==> src/common/dispatch_config.svh <==
// Dispatch stage configuration
// Register file sizes, reorder-buffer depth and the index widths
// that follow from them

`ifndef DISPATCH_CONFIG_SVH
`define DISPATCH_CONFIG_SVH

// Register counts
`define ARCH_REGS 32
`define PHYS_REGS 64

// Reorder-buffer depth
`define ROB_SZ 16

// Pregs not holding architectural state at reset
`define FREE_SZ (`PHYS_REGS - `ARCH_REGS)

// Index widths
`define ARCH_IDX_W 5
`define PREG_IDX_W 6
`define ROB_IDX_W 4
`define FREE_IDX_W 5

`endif

==> src/common/dispatch_pkg.sv <==
// Dispatch stage types
// Register index types, function classes and the packets passed between
// fetch, rename, the reorder buffer and issue

`include "dispatch_config.svh"

package dispatch_pkg;

    // Index types
    typedef logic [`ARCH_IDX_W-1:0] arch_idx_t;
    typedef logic [`PREG_IDX_W-1:0] preg_idx_t;
    typedef logic [`ROB_IDX_W-1:0]  rob_idx_t;

    // Physical register with its ready bit
    typedef struct packed {
        preg_idx_t num;
        logic      ready;
    } preg_t;

    // Functional unit class
    typedef enum logic [2:0] {
        ALU    = 3'd0,
        MULT   = 3'd1,
        LOAD   = 3'd2,
        STORE  = 3'd3,
        BRANCH = 3'd4
    } func_type_t;

    // From fetch
    typedef struct packed {
        logic        valid;
        logic [31:0] pc;
        logic [31:0] inst;
    } fetch_packet_t;

    // Decoder result
    typedef struct packed {
        arch_idx_t  rs1;
        arch_idx_t  rs2;
        arch_idx_t  rd;
        logic       uses_rs1;
        logic       uses_rs2;
        logic       has_dest;
        logic       illegal;
        func_type_t func;
    } decode_t;

    // Renamed instruction towards issue
    typedef struct packed {
        logic        valid;
        logic [31:0] pc;
        rob_idx_t    rob_idx;
        preg_t       src1;
        preg_t       src2;
        preg_idx_t   dest;
        logic        has_dest;
        func_type_t  func;
    } dispatch_packet_t;

    // One reorder-buffer slot
    typedef struct packed {
        arch_idx_t rd;
        preg_idx_t new_preg;
        preg_idx_t old_preg;
        logic      has_dest;
    } rob_entry_t;

endpackage

==> src/hw/inst_decoder.sv <==
// RV32I instruction decoder
// Pulls out register fields, source and destination use and the
// functional unit class, and flags unknown opcodes as illegal
`timescale 1ns/1ns

module inst_decoder (
    input  logic [31:0]           inst,
    output dispatch_pkg::decode_t dec
);
    import dispatch_pkg::*;

    // Base opcodes
    localparam logic [6:0] OPC_OP     = 7'b0110011;
    localparam logic [6:0] OPC_OP_IMM = 7'b0010011;
    localparam logic [6:0] OPC_LOAD   = 7'b0000011;
    localparam logic [6:0] OPC_STORE  = 7'b0100011;
    localparam logic [6:0] OPC_BRANCH = 7'b1100011;
    localparam logic [6:0] OPC_LUI    = 7'b0110111;
    localparam logic [6:0] OPC_AUIPC  = 7'b0010111;
    localparam logic [6:0] OPC_JAL    = 7'b1101111;
    localparam logic [6:0] OPC_JALR   = 7'b1100111;

    // Opcode writes a register
    logic writes;

    always_comb begin
        dec      = '0;
        dec.rs1  = inst[19:15];
        dec.rs2  = inst[24:20];
        dec.rd   = inst[11:7];
        dec.func = ALU;
        writes   = 1'b0;

        case (inst[6:0])
            OPC_OP: begin
                dec.uses_rs1 = 1'b1;
                dec.uses_rs2 = 1'b1;
                writes       = 1'b1;
                // M extension lives under funct7 = 1
                dec.func     = (inst[31:25] == 7'b0000001) ? MULT : ALU;
            end
            OPC_OP_IMM: begin
                dec.uses_rs1 = 1'b1;
                writes       = 1'b1;
            end
            OPC_LOAD: begin
                dec.uses_rs1 = 1'b1;
                writes       = 1'b1;
                dec.func     = LOAD;
            end
            OPC_STORE: begin
                dec.uses_rs1 = 1'b1;
                dec.uses_rs2 = 1'b1;
                dec.func     = STORE;
            end
            OPC_BRANCH: begin
                dec.uses_rs1 = 1'b1;
                dec.uses_rs2 = 1'b1;
                dec.func     = BRANCH;
            end
            OPC_LUI, OPC_AUIPC: begin
                writes = 1'b1;
            end
            OPC_JAL: begin
                writes   = 1'b1;
                dec.func = BRANCH;
            end
            OPC_JALR: begin
                dec.uses_rs1 = 1'b1;
                writes       = 1'b1;
                dec.func     = BRANCH;
            end
            default: dec.illegal = 1'b1;
        endcase

        // x0 is never renamed
        dec.has_dest = writes && (inst[11:7] != 5'd0);
    end

endmodule

==> src/hw/rename/map_table.sv <==
// Register map table
// Speculative arch-to-preg map with ready bits plus the committed
// architectural map used to restore state on rollback
`timescale 1ns/1ns
`include "dispatch_config.svh"

module map_table (
    input  logic                    clock,
    input  logic                    reset,
    input  dispatch_pkg::arch_idx_t rs1,
    input  dispatch_pkg::arch_idx_t rs2,
    input  dispatch_pkg::arch_idx_t rd,
    input  logic                    set_dest,
    input  dispatch_pkg::preg_idx_t new_preg,
    input  logic                    cdb_valid,
    input  dispatch_pkg::preg_idx_t cdb_preg,
    input  logic                    commit,
    input  dispatch_pkg::arch_idx_t commit_rd,
    input  dispatch_pkg::preg_idx_t commit_preg,
    input  logic                    restore,
    output dispatch_pkg::preg_t     src1,
    output dispatch_pkg::preg_t     src2,
    output dispatch_pkg::preg_idx_t old_preg
);
    import dispatch_pkg::*;

    preg_t     spec_map [`ARCH_REGS];
    preg_idx_t arch_map [`ARCH_REGS];

    // Source lookup
    always_comb begin
        src1 = spec_map[rs1];
        src2 = spec_map[rs2];
        // Forward a broadcast landing this cycle
        if (cdb_valid && (src1.num == cdb_preg)) begin
            src1.ready = 1'b1;
        end
        if (cdb_valid && (src2.num == cdb_preg)) begin
            src2.ready = 1'b1;
        end
    end

    // Mapping being replaced, kept in the ROB for freeing at retire
    assign old_preg = spec_map[rd].num;

    // Speculative map
    always_ff @(posedge clock) begin
        if (reset) begin
            // Identity map, everything ready
            for (int i = 0; i < `ARCH_REGS; i++) begin
                spec_map[i] <= '{num: preg_idx_t'(i), ready: 1'b1};
            end
        end else if (restore) begin
            // Committed values are all ready
            for (int i = 0; i < `ARCH_REGS; i++) begin
                spec_map[i] <= '{num: arch_map[i], ready: 1'b1};
            end
        end else begin
            for (int i = 0; i < `ARCH_REGS; i++) begin
                if (cdb_valid && (spec_map[i].num == cdb_preg)) begin
                    spec_map[i].ready <= 1'b1;
                end
            end
            // New destination waits for its producer
            if (set_dest) begin
                spec_map[rd] <= '{num: new_preg, ready: 1'b0};
            end
        end
    end

    // Architectural map, written at commit only
    always_ff @(posedge clock) begin
        if (reset) begin
            for (int i = 0; i < `ARCH_REGS; i++) begin
                arch_map[i] <= preg_idx_t'(i);
            end
        end else if (commit) begin
            arch_map[commit_rd] <= commit_preg;
        end
    end

endmodule

==> src/hw/rename/free_list.sv <==
// Physical register free list
// Circular list handing out pregs in program order, with a rewind
// pointer trailing the head by the unretired allocations
`timescale 1ns/1ns
`include "dispatch_config.svh"

module free_list (
    input  logic                    clock,
    input  logic                    reset,
    input  logic                    dequeue,
    input  logic                    enqueue,
    input  dispatch_pkg::preg_idx_t enqueue_preg,
    input  logic                    retire_alloc,
    input  logic                    rewind,
    output dispatch_pkg::preg_idx_t head_preg,
    output logic                    empty
);
    import dispatch_pkg::*;

    preg_idx_t               list [`FREE_SZ];
    logic [`FREE_IDX_W-1:0]  head;
    logic [`FREE_IDX_W-1:0]  tail;
    logic [`FREE_IDX_W-1:0]  rewind_ptr;
    logic [`FREE_IDX_W:0]    count;

    assign head_preg = list[head];
    assign empty     = (count == '0);

    always_ff @(posedge clock) begin
        if (reset) begin
            // Pregs above the architectural range start out free
            for (int i = 0; i < `FREE_SZ; i++) begin
                list[i] <= preg_idx_t'(`ARCH_REGS + i);
            end
            head  <= '0;
            tail  <= '0;
            count <= (`FREE_IDX_W+1)'(`FREE_SZ);
        end else if (rewind) begin
            // Every unretired allocation comes back, so the list is full again
            head  <= rewind_ptr;
            count <= (`FREE_IDX_W+1)'(`FREE_SZ);
        end else begin
            if (dequeue) begin
                head <= head + 1'b1;
            end
            // Freed preg lands in the slot of the allocation just retired
            if (enqueue) begin
                list[tail] <= enqueue_preg;
                tail       <= tail + 1'b1;
            end
            case ({enqueue, dequeue})
                2'b10:   count <= count + 1'b1;
                2'b01:   count <= count - 1'b1;
                default: count <= count;
            endcase
        end
    end

    // Tracks the oldest allocation not yet retired
    always_ff @(posedge clock) begin
        if (reset) begin
            rewind_ptr <= '0;
        end else if (retire_alloc) begin
            rewind_ptr <= rewind_ptr + 1'b1;
        end
    end

endmodule

==> src/hw/reorder_buffer.sv <==
// Reorder buffer
// Holds dispatched instructions in program order, presents the head
// for commit and drops everything speculative on rollback
`timescale 1ns/1ns
`include "dispatch_config.svh"

module reorder_buffer (
    input  logic                     clock,
    input  logic                     reset,
    input  logic                     write,
    input  dispatch_pkg::rob_entry_t entry,
    input  logic                     retire,
    input  logic                     rollback,
    output dispatch_pkg::rob_idx_t   tail_idx,
    output dispatch_pkg::rob_idx_t   head_idx,
    output dispatch_pkg::rob_entry_t head_entry,
    output logic                     commit,
    output logic                     full
);
    import dispatch_pkg::*;

    rob_entry_t            entries [`ROB_SZ];
    rob_idx_t              head;
    rob_idx_t              tail;
    logic [`ROB_IDX_W:0]   count;
    logic                  empty;

    assign empty = (count == '0);
    assign full  = (count == (`ROB_IDX_W+1)'(`ROB_SZ));

    assign tail_idx   = tail;
    assign head_idx   = head;
    assign head_entry = entries[head];

    // Retire on an empty buffer is ignored, rollback wins over retire
    assign commit = retire && !empty && !rollback;

    // Entry storage
    always_ff @(posedge clock) begin
        if (write) begin
            entries[tail] <= entry;
        end
    end

    // Pointers and occupancy
    always_ff @(posedge clock) begin
        if (reset) begin
            head  <= '0;
            tail  <= '0;
            count <= '0;
        end else if (rollback) begin
            // Drop all unretired entries
            tail  <= head;
            count <= '0;
        end else begin
            if (write) begin
                tail <= tail + 1'b1;
            end
            if (commit) begin
                head <= head + 1'b1;
            end
            case ({write, commit})
                2'b10:   count <= count + 1'b1;
                2'b01:   count <= count - 1'b1;
                default: count <= count;
            endcase
        end
    end

endmodule

==> src/hw/dispatch.sv <==
// Rename and dispatch stage
// Decodes one fetched instruction per cycle, renames its registers,
// allocates a ROB slot and emits the renamed packet in the same cycle
`timescale 1ns/1ns

module dispatch (
    input  logic                           clock,
    input  logic                           reset,
    input  dispatch_pkg::fetch_packet_t    fetch,
    input  logic                           cdb_valid,
    input  dispatch_pkg::preg_idx_t        cdb_preg,
    input  logic                           retire,
    input  logic                           rollback,
    input  logic                           downstream_full,
    output dispatch_pkg::dispatch_packet_t issue,
    output logic                           stall,
    output dispatch_pkg::rob_idx_t         rob_head_idx,
    output logic                           rob_full
);
    import dispatch_pkg::*;

    decode_t    dec;
    preg_t      mt_src1;
    preg_t      mt_src2;
    preg_idx_t  mt_old_preg;
    preg_idx_t  fl_head_preg;
    logic       fl_empty;
    rob_idx_t   rob_tail_idx;
    rob_entry_t rob_head_entry;
    rob_entry_t rob_new_entry;
    logic       rob_commit;
    logic       accept;
    logic       alloc;
    logic       free_old;

    inst_decoder u_decoder (
        .inst (fetch.inst),
        .dec  (dec)
    );

    // Stall on any missing resource
    assign stall = rob_full || (fl_empty && dec.has_dest) || downstream_full;

    // Illegal instructions fall through without a stall
    assign accept = fetch.valid && !dec.illegal && !stall && !rollback;
    assign alloc  = accept && dec.has_dest;

    // Committed destination updates the arch map and frees the old preg
    assign free_old = rob_commit && rob_head_entry.has_dest;

    map_table u_map_table (
        .clock       (clock),
        .reset       (reset),
        .rs1         (dec.rs1),
        .rs2         (dec.rs2),
        .rd          (dec.rd),
        .set_dest    (alloc),
        .new_preg    (fl_head_preg),
        .cdb_valid   (cdb_valid),
        .cdb_preg    (cdb_preg),
        .commit      (free_old),
        .commit_rd   (rob_head_entry.rd),
        .commit_preg (rob_head_entry.new_preg),
        .restore     (rollback),
        .src1        (mt_src1),
        .src2        (mt_src2),
        .old_preg    (mt_old_preg)
    );

    free_list u_free_list (
        .clock        (clock),
        .reset        (reset),
        .dequeue      (alloc),
        .enqueue      (free_old),
        .enqueue_preg (rob_head_entry.old_preg),
        .retire_alloc (free_old),
        .rewind       (rollback),
        .head_preg    (fl_head_preg),
        .empty        (fl_empty)
    );

    // ROB slot contents
    assign rob_new_entry = '{rd: dec.rd, new_preg: fl_head_preg,
                             old_preg: mt_old_preg, has_dest: dec.has_dest};

    reorder_buffer u_rob (
        .clock      (clock),
        .reset      (reset),
        .write      (accept),
        .entry      (rob_new_entry),
        .retire     (retire),
        .rollback   (rollback),
        .tail_idx   (rob_tail_idx),
        .head_idx   (rob_head_idx),
        .head_entry (rob_head_entry),
        .commit     (rob_commit),
        .full       (rob_full)
    );

    // Outgoing packet
    always_comb begin
        issue.valid    = accept;
        issue.pc       = fetch.pc;
        issue.rob_idx  = rob_tail_idx;
        // Unused sources read as x0, always ready
        issue.src1     = dec.uses_rs1 ? mt_src1 : '{num: '0, ready: 1'b1};
        issue.src2     = dec.uses_rs2 ? mt_src2 : '{num: '0, ready: 1'b1};
        issue.dest     = dec.has_dest ? fl_head_preg : '0;
        issue.has_dest = dec.has_dest;
        issue.func     = dec.func;
    end

endmodule

==> config.mk <==
export PLATFORM = sky130hd
export DESIGN_NAME = dispatch
export DESIGN_NICKNAME = d
export VERILOG_FILES = /design/src/common/dispatch_pkg.sv /design/src/hw/inst_decoder.sv /design/src/hw/rename/map_table.sv /design/src/hw/rename/free_list.sv /design/src/hw/reorder_buffer.sv /design/src/hw/dispatch.sv
export VERILOG_INCLUDE_DIRS = /design/src /design/src/common
export SDC_FILE = /design/constraint.sdc
export NUM_CORES = 2
export LEC_CHECK = 0
export ABC_CLOCK_PERIOD_IN_PS = 10300
export BUFFER_PORTS_ARGS = -buffer_cell sky130_fd_sc_hd__buf_2
export CORE_MARGIN = 8
export CORE_UTILIZATION = 45
export CTS_CLUSTER_DIAMETER = 60
export DETAILED_ROUTE_END_ITERATION = 10
export HOLD_SLACK_MARGIN = 0.12
export PLACE_DENSITY = 0.68
export SLEW_MARGIN = 20
export SYNTH_ARGS = -nofsm -noshare
export SYNTH_HDL_FRONTEND = slang
export SYNTH_SLANG_ARGS = --single-unit
==> constraint.sdc <==
create_clock -name clock -period 10.3 [get_ports clock]
set_input_delay 0.515 -clock clock [delete_from_list [all_inputs] [get_ports clock]]
set_output_delay 0.515 -clock clock [all_outputs]
set_load 0.005 [all_outputs]
# After elaboration in Yosys (flattened, before gate mapping)

Memory sizes are Yosys's and may differ from the RTL's. A register that Yosys moved wholly into a read port is not among the register bits.
Cells that the tools add are included.
W data, S select, Z words.

Add/subtract/negate cells: 9
Equal/unequal tests: 49
Mux-type cells: 235
Bitwise logic cells: 65
Reduce and logical (&&, ||, !) cells: 65

Operator list:

| cell                  | number |
|---|---|
| $mux W7               | 34 |
| $eq A6 B6 Y1          | 34 |
| $mux W1               | 185 |
| $or A1 B1 Y1          | 64 |
| $logic_and A1 B1 Y1   | 43 |
| $mux W5               | 6 |
| $eq A7 B6 Y1 const B  | 3 |
| $eq A7 B7 Y1 const B  | 3 |
| $add A5 B1 Y5 const B | 4 |
| $mux W6               | 3 |
| $reduce_or A6 Y1      | 3 |
| $mux W4               | 4 |
| $eq A7 B5 Y1 const B  | 2 |
| $pmux W3 S4           | 1 |
| $pmux W6 S2           | 1 |
| $pmux W5 S2           | 1 |
| $reduce_or A9 Y1      | 1 |
| $add A4 B1 Y4 const B | 2 |
| $reduce_bool A2 Y1    | 4 |
| $eq A7 B1 Y1 const B  | 1 |
| $eq A7 B2 Y1 const B  | 1 |
| $reduce_or A7 Y1      | 1 |
| $add A6 B1 Y6 const B | 1 |
| $logic_not A6 Y1      | 1 |
| 13 further kinds      | 20 |

Flip-flop bits (word level): 34
Bits in writable memories: 896
Bits of input ports: 77
Output and inout port bits: 67
Logic and storage cells: 434
Memories: 4

Memory list:

| name                 | words | bits a word | read ports | clocked after Yosys merged registers in | write ports | line                 | source |
|---|---|---|---|---|---|---|---|
| u_rob.entries        | 16    | 18          | 1          | 1                                       | 1           | reorder_buffer.sv:22 | `` rob_entry_t entries [`ROB_SZ]; `` |
| u_map_table.spec_map | 32    | 7           | 35         | 0                                       | 33          | map_table.sv:27      | `` preg_t spec_map [`ARCH_REGS]; `` |
| u_free_list.list     | 32    | 6           | 1          | 1                                       | 32          | free_list.sv:20      | `` preg_idx_t list [`FREE_SZ]; `` |
| u_map_table.arch_map | 32    | 6           | 32         | 0                                       | 32          | map_table.sv:28      | `` preg_idx_t arch_map [`ARCH_REGS]; `` |

# Depth between registers and ports, before layout

Depth in word-level cells: 15
Gate-level depth with buffers: 17
Mapped depth without buffers: 15

# By module

From an unflattened synthesis, not the netlist that was laid out.

Cells, all modules: 3357
Area, all modules: 47105.2 µm²

By module, submodules not included:

| module         | times used | cells an instance | area an instance (µm²) | seq. area each (µm²) |
|---|---|---|---|---|
| map_table      | 1          | 1851              | 24155.7                | 12171.7 |
| reorder_buffer | 1          | 562               | 11868.9                | 8988.6 |
| free_list      | 1          | 845               | 10367.4                | 6286.0 |
| dispatch       | 1          | 58                | 426.7                  | 0.0 |
| inst_decoder   | 1          | 41                | 286.5                  | 0.0 |

# Least setup slack after synthesis

Ideal clock, no wire load.

Kind: input -> register
From: input port fetch[1] in the netlist's numbering
To: register u_free_list.count[5]
Library setup time: 0.062 ns
Arrival time: 3.824 ns
Required time: 10.238 ns
Setup slack: 6.413 ns
Cell stages on the path: 16
Buffers on the path: 1
Cells stage by stage: nand2_1 > or4b_1 > o32ai_1 > nand3_1 > buf_2 > or2_2 > nor2_1 > ha_1 > ha_1 > a21o_1 > a21oi_1 > o21bai_1 > a21oi_1 > xor2_1 > or3_1 > nand3_1

Longest elaborated chain between the ends: 13
Elaborated cells on any way between the ends: 25
Classes of those cells: eq/ne (11); mux (2); reduce/logical (12)

Ends and longest elaborated chain:

| element                                           | line               | source |
|---|---|---|
| start, declared                                   | dispatch.sv:9      | `input dispatch_pkg::fetch_packet_t fetch,` |
| $eq A7 B6 Y1, or another cell as far along        | inst_decoder.sv:34 | `case (inst[6:0])` |
| $reduce_or A7 Y1 (no line)                        | --                 |  |
| $mux W1                                           | inst_decoder.sv:34 |  |
| $logic_and A1 B1 Y1                               | inst_decoder.sv:77 | `dec.has_dest = writes && (inst[11:7] != 5'd0);` |
| $logic_and A1 B1 Y1                               | dispatch.sv:42     | `assign stall = rob_full \|\| (fl_empty && dec.has_dest) \|\| downstream_full;` |
| $logic_or A1 B1 Y1 (2 in a row)                   | dispatch.sv:42     |  |
| $logic_not A1 Y1                                  | dispatch.sv:45     | `assign accept = fetch.valid && !dec.illegal && !stall && !rollback;` |
| $logic_and A1 B1 Y1 (2 in a row)                  | dispatch.sv:45     |  |
| $logic_and A1 B1 Y1 (*)                           | dispatch.sv:46     | `assign alloc = accept && dec.has_dest;` |
| $eq A2 B1 Y1 or $eq A2 B2 Y1 (tied branches)      | free_list.sv:51    | `case ({enqueue, dequeue})` |
| $pmux W6 S2 or $reduce_bool A2 Y1 (tied branches) | --                 |  |
| end signal, assigned                              | free_list.sv:52    | `2'b10: count <= count + 1'b1;` |
| end signal, assigned                              | free_list.sv:53    | `2'b01: count <= count - 1'b1;` |
| end signal, assigned                              | free_list.sv:54    | `default: count <= count;` |
| end, declared                                     | free_list.sv:24    | `` logic [`FREE_IDX_W:0] count; `` |

Every way passes the cells marked *; elsewhere a longest branch is shown, timed or not.
A chain may end at the register's enable or synchronous reset.

==> results.txt <==
----------------------------------------------------
[Yosys]
  Sequential area share after synthesis ... 0.599
  Synthesized net count ... 3460
  Syn Std Cell Area ... 45800 um2
  Most used DFF post-synth ... edfxtp_1
  Flip-flop and latch count after synthesis ... 939
  Count of yosys warnings during synthesis ... 0
  Async SR Flop Fraction ... 0
  Instance count of the mapped netlist ... 3361
  Post-synth top area share ... 0.566
  Top area cells in the synthesized netlist ... edfxtp_1 (57%), mux4_2 (15%), nand2_1 (3.4%), dfxtp_1 (3.3%), nor2_1 (2.6%)
  Average size of a mapped cell ... 13.6 um2
  Cell taking the most area after synthesis ... edfxtp_1
  Number of enable flip-flop cells after synthesis ... 864
  Count of unique library cells instantiated by Yosys ... 58

[Place]
  Pre-CTS worst setup slack ... 5220 ps
  Weighted congestion reported at the end of routability-driven placement ... 0.933
  Placed Cells incl. Taps ... 4589
  Half-perimeter wire length after placement ... 81.6 mm
  Count of port buffers added during placement ... 76

[STA]
  Slew @ Worst Pin ... 1150 ps
  Final worst clock skew ... 34.1 ps
  Number of endpoints failing setup at the final stage ... 0
  Aggregate negative setup slack ... 0 ps
  Minimum clock period ... 4840 ps
  Worst setup slack after layout ... 5460 ps
  Max_slew headroom ... 0.232
  Ratio of final minimum period to clock period ... 0.470
  Setup repair after global routing missed its margin ... false
  Final slew viol count ... 0
  Upper clock frequency limit ... 207 MHz
  Hold Violations, Final ... 0

[Clock tree]
  Total clock sinks ... 939
  Post-CTS Repair Setup Buffers ... 0
  Clock tree from TritonCTS ... done
  Skew-Pair Late Insertion Delay ... 700 ps
  Number of buffers created by CTS ... 95
  CTS root buffer ... clkbuf_16
  Clock Path Buffers ... 3
  CTS clock-pin slew for the worst setup and hold paths ... 60 ps
  H-tree level count ... 3
  CTS Hold Buffers Added ... 0
  Count of instances resized after the clock tree is built ... 0

[Floorplanning]
  Die ar. ... 112000 um2
  Die outline width ... 335 um
  Number of ports placed on the die boundary ... 144
  Starting Density ... 0.452
  Die height ... 335 um
  Total core area ... 101000 um2
  Count of standard-cell rows ... 117

[Critical path]
  Slowest cell on crit path ... nor3_2
  Peak per-stage delay on the critical path ... 970 ps
  Critical path's most frequent cell ... mux4_2
  Arrival time of data at the critical path endpoint ... 5200 ps
  Largest delay share family, worst path ... simple AND/OR/NAND/NOR gates
  Worst Path Buf+Inv ... 1
  Element type at the critical path start ... register
  Critical path class ... reg2reg
  Cells traversed along the worst timing path ... buf_4, mux4_2, mux4_2, nor3_2, nand2_1, nand2b_1
  Data required, critical path ... 10660 ps
  Peak fanout along the critical path ... 46
  Endpoint kind of the worst setup timing path ... register

[Global route]
  Initial antenna violation count ... 11
  GR Util All Layers ... 0.231
  Global-route wire length before repair ... 194 mm
  Vias in the first global route ... 29100
  Largest net degree at the start of global routing ... 86
  Overflow after GRT ... 0

[Final layout]
  Number of nets in the layout ... 3417
  Commonest cells after routing, fill and taps aside ... edfxtp_1 (864), nand2_1 (419), nor2_1 (310)
  Non-filler instance count after layout ... 4770
  Fraction of final layout cells with drive strength greater than 1 ... 0.187
  Layout-stage area growth over the synthesis result ... 10.3%
  Leading cell type in the layout, fill and taps excluded ... edfxtp_1

[Detailed routing]
  Average vias per placed instance ... 6.29
  Violation count after the first detailed-route iteration ... 3907
  Residual DRC count ... 0
  WL/cell ... 27.6 um
  Total Routed Length ... 132 mm
  DRT Pass-1 Iters ... 6
  Remaining number of nets flagged by the antenna check after routing ... 0
  Vias after detailed routing ... 30000

[Power]
  Pleak ... 16.1 nW
  Worst IR Drop VDD ... 174 uV
  Total power ... 8.57 mW
  Power per cell area ... 169 nW/um2

[Outcome]
  Result of the run ... complete, no violations

[Hold path]
  Worst hold path class ... in2reg

[Flow run]
  Max capacitance violation total ... 0

----------------------------------------------------
[layer usage]
| layer | vias up | GRT usage | wire (um) |
|---|---|---|---|
| met1 | 15100 | 0.316 | 50700 |
| met2 | 2011 | 0.363 | 60700 |
| met5 | - | 0 | 54 |
| met3 | 364 | 0.0498 | 15300 |
| met4 | 8 | 0.0863 | 5110 |
| li1 | 12600 | - | - |
[where the power goes]
| group | internal [mW] | total (mW) | switching, mW |
|---|---|---|---|
| clock network | 2.01 | 3.53 | 1.52 |
| logic | 0.244 | 0.660 | 0.417 |
| registers | 4.28 | 4.38 | 0.102 |
| total | 6.53 | 8.57 | 2.04 |
[Yosys cell counts, types with 3 or more instances]
library cell  count
mux2i_1          64
buf_2            56
o21ai_0         193
mux2_2            8
nor3b_1           8
o22ai_1           3
nand2_1         419
xor2_1          114
a211oi_1         23
nor4_1           42
o21ai_1           8
nor4_4            4
edfxtp_1        864
a21oi_1         119
or3_1             7
and3b_1           5
inv_1            22
and2_1           36
nor2_1          312
mux4_2          297
a22oi_1          32
nor3_1           38
nand2b_1         41
o31a_1           10
nand4_1          41
nand3b_1          4
buf_1            27
buf_4            38
o21bai_1          9
clkbuf_1        163
dfxtp_1          75
and3_1           10
nand3_1          49
xnor2_1         113
or2_2             5
ha_1             20
a21o_1           31
o41ai_1           3
nor2b_1          23
[flip-flops by register name (all words and copies together), names as in the netlist, named ones only]
name and count:
u_free_list.count 6, u_rob.head_idx 4, u_rob.entries 288, u_map_table.arch_map 192, u_rob.count 5, u_free_list.head 5, u_free_list.rewind_ptr 5, u_rob.tail_idx 4
u_map_table.spec_map 224, u_free_list.list 192, u_free_list.tail 5
[kinds of logic after synthesis]
group | share of synthesized area
multiplexers | 0.162
flip-flops | 0.599
XOR/XNOR | 0.0434
AND/OR/NAND/NOR | 0.104
AO/OA/AOI/OAI | 0.0556
adder cells (fa/ha/maj) | 0.00633
buffers and inverters | 0.0304
[stage by stage]
step                hold slack [ps]  instance area [um2]  utilization
finish                          180                50600        0.499
global route                    178                50600        0.498
CTS                             155                50600        0.498
detailed placement              469                47400        0.467
global placement                466                47400        0.467
floorplan                       429                45800            -
[layout make-up]
type                            count  area (um2)
Fill cell                        8522       50900
Sequential cell                   939       27500
Multi-Input combinational cell   2112       17200
Clock buffer                      132        2670
Tap cell                         1368        1710
Timing Repair Buffer              146         917
Clock inverter                     45         529
Inverter                           24        90.1
Antenna cell                        4        10.0
[path summary, 6_finish.rpt]
path | startpoint | endpoint | slack, ps | cells after the start
min reg2reg | u_map_table.spec_map[0][0] | u_map_table.spec_map[0][0] | 500 | 2
max | register | u_map_table.arch_map[0][4] | 5460 | 6
max reg2reg | register | u_map_table.arch_map[0][4] | 5460 | 6
min | reset | register | 180 | 2
Power figures use the tool's default switching activity.
